[src/l1d_pkg.sv]
package l1d_pkg;

	// ------------------------------------------------------------------
	// Sizes
	// ------------------------------------------------------------------
	localparam int ADDR_W   = 32;
	localparam int DATA_W   = 32;
	localparam int LINE_W   = 128;
	localparam int WAY_NUM  = 2;
	localparam int SET_NUM  = 16;
	localparam int OFFSET_W = 4;
	localparam int IDX_W    = 4;
	localparam int TAG_W    = ADDR_W - IDX_W - OFFSET_W;
	localparam int BE_W     = 4;

	// Byte within a word, word within a line
	localparam int BYTE_OFF_W = 2;
	localparam int WORD_OFF_W = OFFSET_W - BYTE_OFF_W;

	// Access size, log2 of the byte count
	localparam logic [1:0] SIZE_BYTE = 2'd0;
	localparam logic [1:0] SIZE_HALF = 2'd1;
	localparam logic [1:0] SIZE_WORD = 2'd2;

	// ------------------------------------------------------------------
	// Types
	// ------------------------------------------------------------------
	typedef enum logic [1:0] {
		COP_RD   = 2'd0,
		COP_WR   = 2'd1,
		COP_RDNC = 2'd2,
		COP_WRNC = 2'd3
	} core_cop_e;

	// Write data sits in its byte lanes of the word
	typedef struct packed {
		core_cop_e           cop;
		logic [ADDR_W-1:0]   addr;
		logic [DATA_W-1:0]   wdata;
		logic [1:0]          size;
	} core_req_t;

	typedef struct packed {
		logic                nc;
		logic                we;
		logic [ADDR_W-1:0]   addr;
		logic [DATA_W-1:0]   wdata;
		logic [BE_W-1:0]     be;
	} mau_req_t;

	typedef logic [LINE_W-1:0] line_t;

	typedef struct packed {
		logic                valid;
		logic [TAG_W-1:0]    tag;
	} tag_entry_t;

	typedef struct packed {
		logic                hit;
		logic [WAY_NUM-1:0]  hit_way;
		logic [WAY_NUM-1:0]  victim_way;
	} lookup_t;

	typedef logic [WAY_NUM-1:0][LINE_W-1:0] line_vec_t;

endpackage

[src/l1d_ctrl.sv]
`timescale 1ns/100ps

module l1d_ctrl (
	input  logic                          clk,
	input  logic                          rst_n,
	input  logic                          core_req_val,
	input  l1d_pkg::core_req_t            core_req,
	output logic                          core_req_ack,
	output logic [l1d_pkg::DATA_W-1:0]    core_ack_data,
	output logic                          mau_req_val,
	output l1d_pkg::mau_req_t             mau_req,
	input  logic                          mau_req_ack,
	input  l1d_pkg::line_t                mau_ack_data,
	output logic                          lookup_en,
	output logic                          refill,
	output logic                          write_hit,
	output logic                          hit_update,
	output logic [l1d_pkg::ADDR_W-1:0]    req_addr,
	output logic [l1d_pkg::WAY_NUM-1:0]   way_sel,
	output logic [l1d_pkg::DATA_W-1:0]    wdata,
	output logic [l1d_pkg::BE_W-1:0]      be,
	input  l1d_pkg::lookup_t              lookup,
	input  l1d_pkg::line_vec_t            rdata
);

	typedef enum logic [1:0] {ST_IDLE, ST_LOOKUP, ST_MAU, ST_RESP} state_e;

	state_e                          state;
	state_e                          state_nxt;
	l1d_pkg::core_req_t              req_r;
	l1d_pkg::line_t                  mau_line_r;
	l1d_pkg::line_t                  hit_line;
	l1d_pkg::line_t                  resp_line;
	logic                            req_rd;
	logic                            req_nc;
	logic                            req_wr;
	logic                            rd_hit;
	logic                            mau_done;
	logic [l1d_pkg::BE_W-1:0]        be_base;
	logic [l1d_pkg::WORD_OFF_W-1:0]  word_off;

	// ------------------------------------------------------------------
	// FSM
	// ------------------------------------------------------------------
	always_ff @(posedge clk or negedge rst_n) begin
		if (!rst_n) begin
			state <= ST_IDLE;
		end else begin
			state <= state_nxt;
		end
	end

	always_comb begin
		state_nxt = state;
		case (state)
			ST_IDLE:   if (core_req_val) state_nxt = ST_LOOKUP;
			ST_LOOKUP: begin
				if (rd_hit) begin
					state_nxt = ST_IDLE;
				end else if (mau_req_ack) begin
					state_nxt = ST_RESP;
				end else begin
					state_nxt = ST_MAU;
				end
			end
			ST_MAU:    if (mau_req_ack) state_nxt = ST_RESP;
			default:   state_nxt = ST_IDLE;
		endcase
	end

	// Request and returned line
	always_ff @(posedge clk) begin
		if (lookup_en) begin
			req_r <= core_req;
		end
		if (mau_done) begin
			mau_line_r <= mau_ack_data;
		end
	end

	assign req_rd = (req_r.cop == l1d_pkg::COP_RD);
	assign req_nc = (req_r.cop == l1d_pkg::COP_RDNC) || (req_r.cop == l1d_pkg::COP_WRNC);
	assign req_wr = (req_r.cop == l1d_pkg::COP_WR) || (req_r.cop == l1d_pkg::COP_WRNC);

	assign rd_hit   = (state == ST_LOOKUP) && req_rd && lookup.hit;
	assign mau_done = mau_req_val && mau_req_ack;

	// ------------------------------------------------------------------
	// Array control
	// ------------------------------------------------------------------
	assign lookup_en  = (state == ST_IDLE) && core_req_val;
	assign req_addr   = (state == ST_IDLE) ? core_req.addr : req_r.addr;
	assign refill     = mau_done && req_rd;
	assign write_hit  = mau_done && (req_r.cop == l1d_pkg::COP_WR) && lookup.hit;
	assign hit_update = (state == ST_LOOKUP) && !req_nc && lookup.hit;
	assign way_sel    = refill ? lookup.victim_way : lookup.hit_way;
	assign wdata      = req_r.wdata;

	always_comb begin
		case (req_r.size)
			l1d_pkg::SIZE_BYTE: be_base = 4'b0001;
			l1d_pkg::SIZE_HALF: be_base = 4'b0011;
			default:            be_base = 4'b1111;
		endcase
	end

	assign be = be_base << req_r.addr[l1d_pkg::BYTE_OFF_W-1:0];

	// ------------------------------------------------------------------
	// MAU request
	// ------------------------------------------------------------------
	assign mau_req_val = ((state == ST_LOOKUP) && !rd_hit) || (state == ST_MAU);

	assign mau_req.nc    = req_nc;
	assign mau_req.we    = req_wr;
	// Refills fetch the whole line
	assign mau_req.addr  = req_rd ?
		{req_r.addr[l1d_pkg::ADDR_W-1:l1d_pkg::OFFSET_W], {l1d_pkg::OFFSET_W{1'b0}}} :
		req_r.addr;
	assign mau_req.wdata = req_r.wdata;
	assign mau_req.be    = be;

	// ------------------------------------------------------------------
	// Core response
	// ------------------------------------------------------------------
	always_comb begin
		hit_line = '0;
		for (int w = 0; w < l1d_pkg::WAY_NUM; w++) begin
			if (lookup.hit_way[w]) begin
				hit_line = hit_line | rdata[w];
			end
		end
	end

	assign word_off      = req_r.addr[l1d_pkg::BYTE_OFF_W +: l1d_pkg::WORD_OFF_W];
	assign resp_line     = (state == ST_RESP) ? mau_line_r : hit_line;
	assign core_ack_data = resp_line[word_off * l1d_pkg::DATA_W +: l1d_pkg::DATA_W];
	assign core_req_ack  = rd_hit || (state == ST_RESP);

endmodule

[config.mk]
export PLATFORM = sky130hd
export DESIGN_NAME = l1d_ctrl
export DESIGN_NICKNAME = d
export VERILOG_FILES = /design/src/l1d_pkg.sv /design/src/l1d_ctrl.sv
export SDC_FILE = /design/constraint.sdc
export NUM_CORES = 1
export LEC_CHECK = 0
export ABC_CLOCK_PERIOD_IN_PS = 16390
export BUFFER_PORTS_ARGS = -buffer_cell sky130_fd_sc_hd__buf_2
export CAP_MARGIN = 5
export CORE_AREA = 2 2 246 248
export CTS_BUF_LIST = sky130_fd_sc_hd__clkbuf_8
export DETAILED_ROUTE_END_ITERATION = 16
export DIE_AREA = 0 0 248 250
export GPL_TIMING_DRIVEN = 0
export PLACE_DENSITY = 0.42
export REMOVE_ABC_BUFFERS = 1
export SYNTH_ARGS = -nofsm -noshare
export SYNTH_HDL_FRONTEND = slang
export SYNTH_SLANG_ARGS = --single-unit
[constraint.sdc]
create_clock -name clk -period 16.39 [get_ports clk]
set_input_delay 3.278 -clock clk [delete_from_list [all_inputs] [get_ports clk]]
set_output_delay 3.278 -clock clk [all_outputs]
set_load 0.05 [all_outputs]
After elaboration in Yosys (flattened, before gate mapping)
Index checks and enable logic that the tools add are counted.
Operators by class
  $add $sub $neg: 0
  $mul: 0
  divide/modulo/power cells: 0
  order comparisons: 0
  equality and inequality tests: 9
  shift-type cells: 2
  multiplexer cells: 12
  bitwise operators: 1
  reductions and logical operators: 20
Operators by type and width (count)
  two-way mux 128 bit: 3
  bitwise OR 128 bit: 1
  indexed part select 128 x 8 -> 32 bit: 1
  two-way mux 32 bit: 1
  logical AND 1 bit: 10
  equality test 2 bit (second input constant): 4
  two-way mux 2 bit: 4
  one-hot mux 4 bit (2 select lines): 1
  equality test 2 x 1 -> 1 bit (second input constant): 3
  zero test 2 bit: 3
  one-hot mux 2 bit (3 select lines): 1
  logical OR 1 bit: 4
  two-way mux 4 bit: 1
  != test 2 bit (second input constant): 2
  << shifter 4 x 2 -> 4 bit: 1
  zero test 1 bit: 2
  AND reduction 2 bit: 1
  two-way mux 1 bit: 1
Storage, ports and cells
  register bits: 198
  bits in latches: 0
  memory bits (writable): 0
  ROM bits: 0
  input bits: 461
  output and inout port bits: 178
  logic and storage cells: 50
  memories: 0

Logic depth before layout (Yosys ltp)
  word-level depth: 9
  depth in mapped cells: 6
  gate-level depth less buffers: 3

Least setup slack after synthesis
OpenSTA, ideal clock, no wires.
  path type: input -> output
  start point: input port core_req_val
  end point: output port lookup_en
  arrival: 8.907 ns
  required time: 13.112 ns
  path slack: 4.205 ns
  stages on the path: 2
  buffers on the path: 0
  path through: inv_1 -> nor3_1
Between the ends
  word-level cells in the longest chain between the ends: 1
RTL lines
  from (decl): RTL line l1d_ctrl.sv:6  | input logic core_req_val,
  logical AND 1 bit: RTL line l1d_ctrl.sv:91  | assign lookup_en = (state == ST_IDLE) && core_req_val;
  to (decl): RTL line l1d_ctrl.sv:14  | output logic lookup_en,
No other way between the ends.

Final worst setup path
  start point: input port lookup[2] in the netlist's numbering
  end point: output port core_ack_data[17] in the netlist's numbering
Between the ends
  word-level cells in the longest chain between the ends: 5
RTL lines
  from (decl): RTL line l1d_ctrl.sv:22  | input l1d_pkg::lookup_t lookup,
  two-way mux 128 bit *: RTL line l1d_ctrl.sv:129  | if (lookup.hit_way[w]) begin
  bitwise OR 128 bit: RTL line l1d_ctrl.sv:130  | hit_line = hit_line | rdata[w];
  two-way mux 128 bit *: RTL line l1d_ctrl.sv:129
  two-way mux 128 bit *: RTL line l1d_ctrl.sv:136  | assign resp_line = (state == ST_RESP) ? mau_line_r : hit_line;
  indexed part select 128 x 8 -> 32 bit *: RTL line l1d_ctrl.sv:137  | assign core_ack_data = resp_line[word_off * l1d_pkg::DATA_W +: l1d_pkg::DATA_W];
  to (decl): RTL line l1d_ctrl.sv:9  | output logic [l1d_pkg::DATA_W-1:0] core_ack_data,
Every way passes the cells marked *; elsewhere a longest branch is shown, timed or not.

==> out/results.tsv <==
metric	value	unit
finalCriticalPeriod	8690	ps
htree_levels	4	
timing.clock.skew	16.5	ps
tritoncts_clock_tree	done	
p_total	2.19	mW
drt_drc_violations_left	0	
setup.worst_path.end_class	output port	
initialDrtViolationCount	352	
slew_headroom	36.3	%
detailed_place_hpwl	34100	µm
final_hold_viol_count	0	
peakVddDrop	102	µV
rsz0062_at_grt	false	
worstMarginPinSlew	951	ps
synth_cell_type_count	35	
regToRegSetupSlack	13750	ps
average_wire_per_cell_in_the_routed_design	19.5	µm
slowest_delay	720	ps
gp_routability_congestion	0.804	
clock_insertion_delay_worst_skew	540	ps
numClockSinks	198	
cts_buffer_depth	2	
cts_post_setup_buffers_inserted	0	
fin_worst_hold_slack	684	ps
finalNonFillerCells	2101	
criticalPathCategory	input pin to output port	
setup_viol	0	
regArea	5940	µm²
place_area	14000	µm²
multi_input_area	3340	µm²
sequential_fraction_of_the_synthesis_area	57.3	%
status	finished, final reports clean	
critical_path_required	13110	ps
detail_route.wirelength	41000	µm
cpMaxStageDelayCell	sky130_fd_sc_hd__a221oi_1	
cts-hold-fix-buffers	0	
globalRouteTotalUtil	12.9	%
max_freq	115	MHz
final_max_slew_viol_count	0	
yosys_warnings	0	
buffer_ports.inserted	638	
power.density	152	nW/µm²
dp_cells	2065	
worst-endpoint-arrival	5410	ps
core_area	59600	µm²
synth_area	10400	µm²
clk_root_buffer_cell	sky130_fd_sc_hd__clkbuf_8	
hold_path.class	flop to flop	
post-route-period-util	53.0	%
design.die.area	62000	µm²
path_delay_family	buffers and inverters	
floorplan.initialDensity	17.4	%
grt_max_degree	70	
postLayoutCellArea	14400	µm²
syn_avg_cell_area	13.1	µm²
chipHeight	250	µm
postRouteAntennaNets	0	
viasPerCell	4.20	
die-width	248	µm
clk_pin_slew	110	ps
worst-path-max-fanout	69	
cts_buffers	17	
fp-row-count	90	
layout-drive-gt1-share	53.3	%
drv_cap	0	
design.portCount	639	
num_vias	8823	
netlist_instances	791	
critical_path.n_buffers_inverters	3	
cp_cell_sequence	buf_4 > buf_16 > a221oi_1 > a211oi_1 > or4_1 > buf_2	
leakage	6.06	nW
finalNetCount	1763	
sum_of_negative_setup_slack	0	ps
grt-ovfl-total	0	
antenna_found_initial	8	
grt_first_pass_wirelength	57400	µm
num-fill-cells	6423	
cts_repair_resize_count	0	
startpoint_type	input pin	
detailedRoute.firstPassIterationCount	5	
flow.area_growth_from_synthesis	39.5	%
grt_pass1_vias	9052	
synth.ff_latch_count	198	
## cell type report
cell class,count,share of cell area (%)
Sequential cell,198,41.1
Timing Repair Buffer,663,26.0
Multi-Input combinational cell,419,23.1
Tap cell,782,6.78
Clock buffer,17,1.62
Clock inverter,15,1.26
Inverter,3,0.0780
Antenna cell,4,0.0693
## kinds of logic (layout without fill, tap and decap cells)
family / after synthesis / in the layout / synth area share, %
AOI/OAI and AO/OA: 203 / 203 / 14.7
buffers and inverters: 174 / 698 / 10.7
DFF: 198 / 198 / 57.3
muxes: 98 / 98 / 9.88
other: 0 / 4 / 0
and+or+nand+nor: 118 / 118 / 7.43
## power by group
part	leakage, nW	internal (mW)	switching [mW]	total [mW]
Clock	0.198	0.116	0.210	0.326
Combinational	4.01	0.306	0.810	1.12
Sequential	1.85	0.698	0.0511	0.749
## Yosys cell counts
library cell	instances	area, µm²
sky130_fd_sc_hd__a21oi_1	1	5.00
sky130_fd_sc_hd__inv_1	3	11.3
sky130_fd_sc_hd__a21bo_1	1	10.0
sky130_fd_sc_hd__a22o_1	1	8.76
sky130_fd_sc_hd__buf_4	98	736
sky130_fd_sc_hd__and3_1	1	6.26
sky130_fd_sc_hd__nand3_1	1	5.00
sky130_fd_sc_hd__a211oi_1	33	248
sky130_fd_sc_hd__clkbuf_1	34	128
sky130_fd_sc_hd__o211ai_1	1	7.51
sky130_fd_sc_hd__nor2_1	4	15.0
sky130_fd_sc_hd__o21bai_1	2	15.0
sky130_fd_sc_hd__nor2b_1	5	31.3
sky130_fd_sc_hd__a21o_1	1	7.51
sky130_fd_sc_hd__mux2i_1	64	641
sky130_fd_sc_hd__nand2_1	1	3.75
sky130_fd_sc_hd__and3b_1	1	8.76
sky130_fd_sc_hd__nor3_1	34	170
sky130_fd_sc_hd__a22oi_1	96	721
sky130_fd_sc_hd__buf_1	2	7.51
sky130_fd_sc_hd__o22ai_1	33	206
sky130_fd_sc_hd__mux2_1	33	372
sky130_fd_sc_hd__mux2_2	1	11.3
sky130_fd_sc_hd__nand2b_1	2	12.5
sky130_fd_sc_hd__or4_1	32	240
sky130_fd_sc_hd__buf_6	6	67.6
sky130_fd_sc_hd__a221oi_1	32	280
sky130_fd_sc_hd__and2_1	1	6.26
sky130_fd_sc_hd__nor3b_1	35	263
sky130_fd_sc_hd__edfxtp_1	196	5890
sky130_fd_sc_hd__nand3b_1	1	7.51
sky130_fd_sc_hd__o21a_1	1	7.51
sky130_fd_sc_hd__buf_2	31	155
sky130_fd_sc_hd__dfrtp_1	2	50.1
sky130_fd_sc_hd__o21ai_0	1	5.00
## layout by cell type (no fill, tap or decap), types with 15 or more instances in the layout
cell and n:
sky130_fd_sc_hd__a211oi_1 33, sky130_fd_sc_hd__buf_16 15, sky130_fd_sc_hd__nor3b_1 35, sky130_fd_sc_hd__edfxtp_1 196, sky130_fd_sc_hd__mux2_1 33, sky130_fd_sc_hd__clkbuf_8 17
sky130_fd_sc_hd__or4_1 32, sky130_fd_sc_hd__nor3_1 33, sky130_fd_sc_hd__mux2i_1 64, sky130_fd_sc_hd__o22ai_1 33, sky130_fd_sc_hd__a221oi_1 32, sky130_fd_sc_hd__a22oi_1 96
sky130_fd_sc_hd__buf_2 636
## per-stage QoR
| stage | utilization (%) | setup slack (ps) |
|---|---|---|
| 2_1_floorplan | - | 4210 |
| 5_1_grt | 24.2 | 7590 |
| 3_5_place_dp | 23.5 | 7710 |
| 4_1_cts | 24.2 | 7710 |
| 3_3_place_gp | 22.5 | 1560 |
| 6_report | 24.2 | 7700 |
## worst min-delay path, stage by stage (launching register included)
cell and delay [ps]:
sky130_fd_sc_hd__edfxtp_1 410, sky130_fd_sc_hd__nor3b_1 110, sky130_fd_sc_hd__o21bai_1 140
## state kept, by name, summed over array words and instances (netlist names)
register / flops
req_r: 36
state: 2
wdata: 32
mau_line_r: 128
## routing by layer
layer	vias up	wire, µm	global-route usage, %
met5	-	53	0
met4	8	1650	6.11
met3	49	3270	4.32
met2	405	20800	23.0
met1	4226	15200	13.4
li1	4135	-	-
## final timing paths
check / start / end / cells past startpoint
max: lookup[2] / core_ack_data[17] / 6
min: req_r[66] / state[1] / 2
max reg2reg: state[1] / wdata[0] / 6
min reg2reg: req_r[66] / state[1] / 2
max in group asynchronous: rst_n / state[1] / 1
min in group asynchronous: rst_n / state[0] / 1
Note: power is estimated with default switching activity, not from simulation.
